**config.mk**
```make
export PLATFORM = sky130hd
export DESIGN_NAME = operand_select_flat
export DESIGN_NICKNAME = d
export VERILOG_FILES = /design/src/logic/alu_pkg.sv /design/src/logic/exu_pkg.sv /design/src/logic/exu_stage_if.sv /design/src/logic/operand_select.sv /design/src/flat_wrapper.sv
export VERILOG_INCLUDE_DIRS = /design/src /design/src/logic
export SDC_FILE = /design/constraint.sdc
export NUM_CORES = 1
export LEC_CHECK = 0
export ABC_CLOCK_PERIOD_IN_PS = 23300
export BUFFER_PORTS_ARGS = -buffer_cell sky130_fd_sc_hd__buf_2
export CAP_MARGIN = 20
export CORE_AREA = 4 4 182 184
export CTS_CLUSTER_SIZE = 40
export DETAILED_ROUTE_END_ITERATION = 7
export DIE_AREA = 0 0 186 188
export PLACE_DENSITY = 0.56
export SLEW_MARGIN = 25
export SYNTH_ARGS = -nofsm -noshare
export SYNTH_HDL_FRONTEND = slang
export SYNTH_SLANG_ARGS = --single-unit
```
**constraint.sdc**
```tcl
create_clock -name clk -period 23.3 [get_ports clk]
set_input_delay 4.66 -clock clk [delete_from_list [all_inputs] [get_ports clk]]
set_output_delay 4.66 -clock clk [all_outputs]
set_load 0.02 [all_outputs]
```
**src/logic/exu_macros.svh**
```systemverilog
`ifndef EXU_MACROS_SVH
`define EXU_MACROS_SVH

// datapath width of the execute unit
`define EXU_XLEN 64

// shift amount taken from the low bits of operand b
`define EXU_SHAMT_W 6

// iteration counter of the shift-add multiplier
// wide enough to hold one full pass over EXU_XLEN bits
`define EXU_MUL_CNT_W 7

`endif

```
**src/logic/alu_pkg.sv**
```systemverilog
package alu_pkg;

    // one code per alu operation
    typedef enum logic [4:0] {
        alu_add,
        alu_sub,
        alu_return_a,
        alu_return_b,
        // bitwise logic
        alu_xor,
        alu_or,
        alu_and,
        // shifts by b[5:0]
        alu_sll,
        alu_srl,
        alu_sra,
        // compares give 1 or 0
        alu_slt,
        alu_sltu,
        alu_eq,
        alu_ge,
        alu_geu,
        // iterative, stalls the stage
        alu_mul,
        // divide and remainder, riscv zero and overflow rules
        alu_div,
        alu_divu,
        alu_rem,
        alu_remu
    } alu_op_e;

endpackage

```
**src/logic/exu_pkg.sv**
```systemverilog
package exu_pkg;

    // operand a source
    typedef enum logic {
        src_pc,
        src_rs1
    } src_a_e;

    // operand b source
    typedef enum logic [1:0] {
        src_rs2,
        src_csr,
        src_imm
    } src_b_e;

    // shift-add multiplier control
    typedef enum logic [1:0] {
        mul_idle,
        mul_busy,
        mul_done
    } mul_state_e;

endpackage

```
**src/logic/exu_stage_if.sv**
```systemverilog
`include "exu_macros.svh"

interface exu_stage_if;

    logic                   valid;
    logic                   ready;
    alu_pkg::alu_op_e       op;
    logic [`EXU_XLEN-1:0]   a;
    logic [`EXU_XLEN-1:0]   b;
    // 32-bit operation, only sra looks at it
    logic                   word;

    modport source (
        output valid,
        output op,
        output a,
        output b,
        output word,
        input  ready
    );

    modport sink (
        input  valid,
        input  op,
        input  a,
        input  b,
        input  word,
        output ready
    );

endinterface

```
**src/logic/operand_select.sv**
```systemverilog
`include "exu_macros.svh"

module operand_select (
    input  logic                    clk,
    input  logic                    reset,
    input  logic                    flush,
    input  logic                    in_valid,
    output logic                    in_ready,
    input  logic [`EXU_XLEN-1:0]    pc,
    input  logic [`EXU_XLEN-1:0]    rs1,
    input  logic [`EXU_XLEN-1:0]    rs2,
    input  logic [`EXU_XLEN-1:0]    csr,
    input  logic [`EXU_XLEN-1:0]    imm,
    input  exu_pkg::src_a_e         src_a,
    input  exu_pkg::src_b_e         src_b,
    input  logic                    word,
    input  alu_pkg::alu_op_e        op,
    exu_stage_if.source             issue
);

    localparam int XLEN = `EXU_XLEN;

    logic [XLEN-1:0] a_sel;
    logic [XLEN-1:0] b_sel;
    logic            active;
    logic            accept;

    // rs1 narrowed to its low word when word is set
    assign a_sel = (src_a == exu_pkg::src_rs1) ?
                   (word ? {32'b0, rs1[31:0]} : rs1) : pc;

    always_comb begin
        case (src_b)
            exu_pkg::src_rs2: b_sel = rs2;
            exu_pkg::src_csr: b_sel = csr;
            default:          b_sel = imm;
        endcase
    end

    // room when empty or draining on this edge
    assign in_ready = active && !flush && (!issue.valid || issue.ready);
    assign accept   = in_valid && in_ready;

    always_ff @(posedge clk) begin
        if (reset) begin
            active      <= 1'b0;
            issue.valid <= 1'b0;
        end else begin
            active <= 1'b1;
            if (flush) begin
                issue.valid <= 1'b0;
            end else if (accept) begin
                issue.valid <= 1'b1;
            end else if (issue.ready) begin
                issue.valid <= 1'b0;
            end
        end
    end

    always_ff @(posedge clk) begin
        if (accept) begin
            issue.a    <= a_sel;
            issue.b    <= b_sel;
            issue.op   <= op;
            issue.word <= word;
        end
    end

    // payload held for the execute stage until it takes it
    a_issue_stable: assert property (@(posedge clk) disable iff (reset)
        issue.valid && !issue.ready && !flush |=>
        issue.valid && $stable({issue.a, issue.b, issue.op, issue.word}));

endmodule

```
**src/flat_wrapper.sv**
```systemverilog
// flat-port wrapper written by rule: the top's interface ports become plain ports
module operand_select_flat 
  (clk, reset, flush, in_valid, in_ready, pc, rs1, rs2, csr, imm, src_a, src_b, word, op, issue_valid, issue_op, issue_a, issue_b, issue_word, issue_ready);
  exu_stage_if issue_i ();
  input  logic clk;
  input  logic reset;
  input  logic flush;
  input  logic in_valid;
  output logic in_ready;
  input  logic [`EXU_XLEN-1:0] pc;
  input  logic [`EXU_XLEN-1:0] rs1;
  input  logic [`EXU_XLEN-1:0] rs2;
  input  logic [`EXU_XLEN-1:0] csr;
  input  logic [`EXU_XLEN-1:0] imm;
  input  exu_pkg::src_a_e src_a;
  input  exu_pkg::src_b_e src_b;
  input  logic word;
  input  alu_pkg::alu_op_e op;
  output wire logic [$bits(issue_i.valid)-1:0] issue_valid;
  output wire logic [$bits(issue_i.op)-1:0] issue_op;
  output wire logic [$bits(issue_i.a)-1:0] issue_a;
  output wire logic [$bits(issue_i.b)-1:0] issue_b;
  output wire logic [$bits(issue_i.word)-1:0] issue_word;
  input wire logic [$bits(issue_i.ready)-1:0] issue_ready;
  assign issue_valid = issue_i.valid;
  assign issue_op = issue_i.op;
  assign issue_a = issue_i.a;
  assign issue_b = issue_i.b;
  assign issue_word = issue_i.word;
  assign issue_i.ready = issue_ready;
  operand_select u_core (.clk(clk), .reset(reset), .flush(flush), .in_valid(in_valid), .in_ready(in_ready), .pc(pc), .rs1(rs1), .rs2(rs2), .csr(csr), .imm(imm), .src_a(src_a), .src_b(src_b), .word(word), .op(op), .issue(issue_i));
endmodule
```
Yosys cells after proc, flatten, opt, wreduce, memory -nomap -nowiden
Cells that the tools add are included.

Bits in registers: 136. Logic and storage cells: 22. Input port bits: 334.

Eq/ne operators: 1. Reduce and logical (&&, ||, !) cells: 9. Mux-type cells: 6.

Operators with widths (number): $mux 64 (2); $pmux 64 s2 (1); $logic_and 1x1->1 (3); $mux 1 (3); $eq 2x1->1 const B (1); $logic_not 1->1 (2); $logic_not 2->1 (1); $reduce_bool 2->1 (1); $reduce_or 2->1 (1); $logic_or 1x1->1 (1).

Depth between registers and ports, before layout
Depth in word-level cells: 5. Mapped depth: 5. Depth with buffers taken out: 2.

Worst setup path before layout
Ideal clock, no wire load.

Path type: input to register. From: input issue_ready. To: register u_core.issue.a[0], enable pin. Stages on the path: 2. Data arrival time: 17391 ps. Library setup time: 962 ps. Buffers on the path: 0. Slack: 4947 ps. Cells stage by stage: nor2b_1 nor4bb_1.

Word-level cells in the longest chain between the ends: 3.

RTL lines: from (decl) (line flat_wrapper.sv:24) `input wire logic [$bits(issue_i.ready)-1:0] issue_ready;`; $logic_or 1x1->1 (line operand_select.sv:41) `assign in_ready = active && !flush && (!issue.valid || issue.ready);`; $logic_and 1x1->1 (line operand_select.sv:41); $logic_and 1x1->1 (line operand_select.sv:42) `assign accept = in_valid && in_ready;`; net u_core.accept (line operand_select.sv:26) `logic accept;`; to (signal assigned) (line operand_select.sv:62) `issue.a <= a_sel;`; to (decl) (line exu_stage_if.sv:16) `output a,`.

The timed path passes the listed nets, and every way through them passes these cells. A chain may end at the register's enable or synchronous reset.

Final worst setup path
From: input issue_ready. To: output in_ready.

Word-level cells in the longest chain between the ends: 2.

RTL lines: $logic_or 1x1->1 (line operand_select.sv:41); $logic_and 1x1->1 (line operand_select.sv:41); to (decl) (line flat_wrapper.sv:9) `output logic in_ready;`.

No other way between the ends.

==> results.txt <==
The tool flagged a number of max-cap violations equal to 0. The final-report hold violation count came to 0. The cell area after synthesis came out at 0.00629 mm². The count of port buffers added during placement came out at 469. The starting DRC count in detailed routing is 152. The number of warnings printed during yosys synthesis is 0. The total congestion overflow after global routing came out at 0. For the finished layout, the period the worst path requires is 9.94 ns. The maximum VDD drop came out at 44.2 µV. For this run, the slowest stage of the critical path takes 0.27 ns. The H-tree generated during clock tree synthesis spans 4 levels. After detailed routing, the number of remaining DRC violations is 0. For this configuration, the core starts out at a cell density of 0.200. The average instance in the mapped netlist occupies 14.5 µm². After clock tree synthesis, the setup repair step added 0 buffers. In this run the remaining antenna-violating nets after routing total 0. Among all stages on the critical path, the largest delay is contributed by nor2b_1. The number of pins with negative max-slew slack in the final report is 0. The number of storage elements in the synthesis netlist came out at 136. The final setup violation count is 0. The design internal power came out at 0.502 mW. Entering global routing, the biggest net connects 90 pins. edfxtp_1 takes more of the synthesized area than any other cell. The register-to-register setup slack came out at 20.62 ns. The combined global-route utilization of all metal layers came out at 0.112. The transition at the pin with the smallest max-transition slack came out at 0.899 ns. The synthesized net count is 768. The area of the core region came out at 0.0314 mm². The critical path goes through buf_2, nor2b_1, nor3b_1, buf_2.

The number of placement rows came out at 65. The number of global-route vias before repair is 5367. Among the stages of the critical path, the cell type that occurs most often is buf_2. The full die area came out at 0.0350 mm². The net switching power figure is 0.149 mW.

The final period utilization came out at 0.427. Gates resized during post-CTS repair numbered 0. Routability-driven placement finished with a final weighted congestion of 0.796.

Dividing the detail-routed wire length by the instance count gives 16.2 µm. The achievable clock frequency came out at 101 MHz. The source-to-sink clock delay at the later pin of the worst-skew pair is 0.41 ns. The half-perimeter wire length after placement came out at 17300 µm. Clock tree synthesis found a total of 136 sinks.

The aggregate negative setup slack is 0 ns. The worst setup path is captured at a primary output. Clock skew on the completed layout was measured at 0.00649 ns. The iteration count of the initial detailed-routing pass is 4.

On the critical path the largest part of the delay comes from simple AND/OR/NAND/NOR gates. The initial antenna violation count is 2. The share of total power dissipated in sequential elements is 0.434. The clock tree from TritonCTS is yes. The switching part of the total power came out at 0.230.

The clock root buffer is clkbuf_16. In this run the vertical extent of the chip is 188 µm. The critical path start-end classification is in -> out. For this run, the register share of the synthesized area comes to 0.646.

The overall power came out at 0.651 mW. The total vias in the final route is 5321. The combinational cell fraction of total power is 0.132. The die is 186 µm wide. The count of pins on the block boundary is 470.

The final-layout worst hold slack is 0.615 ns. Setup repair after global routing left no endpoint under its margin. The net count reported at finish came out at 1230. For this design the static power due to leakage is 4.32 nW. The maximum root-to-sink buffer count is 2. The worst min-delay path category is reg -> reg.

Synthesis produced 434 cells. The global-route wire length before repair came out at 29400 µm. Dividing the detail-routed via count by the number of cells gives 4.06. STA classifies the critical path startpoint as a primary input. The proportion of power drawn by the clock network came out at 0.434. In the final layout, the share of cells above drive strength 1 is 0.605. Of the post-synthesis cell area, the dominant cell type holds 0.640.

The number of library cell types mapped by synthesis came out at 25. The area growth from synthesis to layout is 51.3%. The worst path buffer plus inverter count is 2. Counting the fill cells in the layout gives 3283. In this run, post-CTS hold repair placed 0 buffers.

In this run, CTS created clock tree buffers numbering 17. The remaining max-slew budget at the tightest pin came out at 0.401. The clock transition at the registers of the reported paths is 0.06 ns.

The required time at the worst-slack endpoint is 18.64 ns. The largest fanout of any net on the critical path is 3. The power per cell area came out at 68.4 mW/mm². After detailed routing, the total wire length is 21300 µm. Ranked by total cell area, the synthesized netlist is headed by edfxtp_1 64%, mux2i_1 10%, mux2_2 5.7%. The signal arrival time at the worst endpoint is 5.28 ns. The run finished with clean final reports.
area by class of cell:
cell class                      count  area [µm²]  area share
Timing Repair Buffer              474        2390       0.251
Inverter                            3        11.3     0.00118
Clock inverter                     12         178      0.0187
Antenna cell                        1        2.50    0.000263
Sequential cell                   136        4060       0.427
Clock buffer                       20         437      0.0459
Multi-Input combinational cell    264        1930       0.203
Tap cell                          402         503      0.0529
stage by stage:
step,instances,instance area [µm²],utilization,setup slack [ns]
after floorplan,434,6290,-,4.95
after global placement,1279,8900,0.283,13.38
after detailed placement,1279,8900,0.283,13.35
after CTS,1311,9510,0.303,13.35
after global routing,1311,9510,0.303,13.29
final,1312,9520,0.303,13.36
power groups by stage:
stage / clock [mW] / combinational [mW] / sequential (mW)
finish: 0.283 / 0.0858 / 0.282
global route: 0.304 / 0.0941 / 0.283
CTS: 0.294 / 0.0873 / 0.283
detailed placement: 0 / 0.0873 / 0.288
global placement: 0 / 0.0859 / 0.287
floorplan: 0 / 0.0360 / 0.301
layer usage:
layer,routed length [µm],share of wire,up-vias,track usage
met2,10800,0.51,319,0.205
met5,13,0.00061,-,0
met3,2360,0.11,15,0.0481
met1,7880,0.37,2405,0.116
li1,-,-,2580,-
met4,219,0.010,2,0.0300
worst min-delay path, stage by stage, from the launching register on:
cell and delay [ns]:
dfxtp_1 0.34, and2_1 0.13, o21a_1 0.11
Yosys cell counts:
library cell and instances:
nor3b_1 1, and2_1 1, nor2b_1 1, clkbuf_1 9, mux2_2 32, inv_2 1, buf_12 6, buf_4 2
nor2_1 1, buf_8 1, inv_1 2, edfxtp_1 134, buf_6 8, a22o_1 19, o21ai_0 5, o21a_1 1
buf_2 5, o21ai_1 60, mux2i_1 64, dfxtp_1 2, nand2_1 64, nor4bb_1 1, a22o_2 12, nor2b_4 1
nand3b_1 1
cells in the final DEF, fill, tap and decap left out:
cell,Yosys,final
o21a_1,1,1
dfxtp_1,2,2
nor2b_4,1,1
buf_2,5,467
mux2_2,32,32
and2_1,1,1
inv_6,0,1
mux2i_1,64,64
diode_2,0,1
o21ai_0,5,5
bufinv_16,0,4
clkinv_4,0,3
nor3b_1,1,1
inv_1,2,2
clkinvlp_4,0,1
a22o_1,19,19
nand3b_1,1,1
o21ai_1,60,60
nor2_1,1,1
a22o_2,12,12
clkbuf_16,0,17
clkbuf_1,9,3
clkinv_2,0,3
buf_4,2,7
edfxtp_1,134,134
nor4bb_4,0,1
inv_2,1,1
nand2_1,64,64
nor2b_1,1,1
state kept, by name, indices dropped and copies added (netlist names):
register,cells
u_core.issue.op,5
u_core.issue.word,1
u_core.issue.valid,1
u_core.issue.a,64
u_core.active,1
u_core.issue.b,64
final timing paths:
kind,startpoint,to,cells past startpoint
worst max-delay path,issue_ready,in_ready,4
worst max register to register,u_core.issue.valid,u_core.issue.b[50],4
worst min-delay path,u_core.active,u_core.issue.valid,2
worst min register to register,u_core.active,u_core.issue.valid,2
kinds of logic after synthesis:
family                 count (synthesis)  synth area share
multiplexers                          96             0.159
AND/OR/NAND/NOR                       71            0.0469
flip-flops                           136             0.646
buffers and inverters                 34            0.0493
AO/OA/AOI/OAI                         97            0.0985
(Power assumes the default switching activity.)
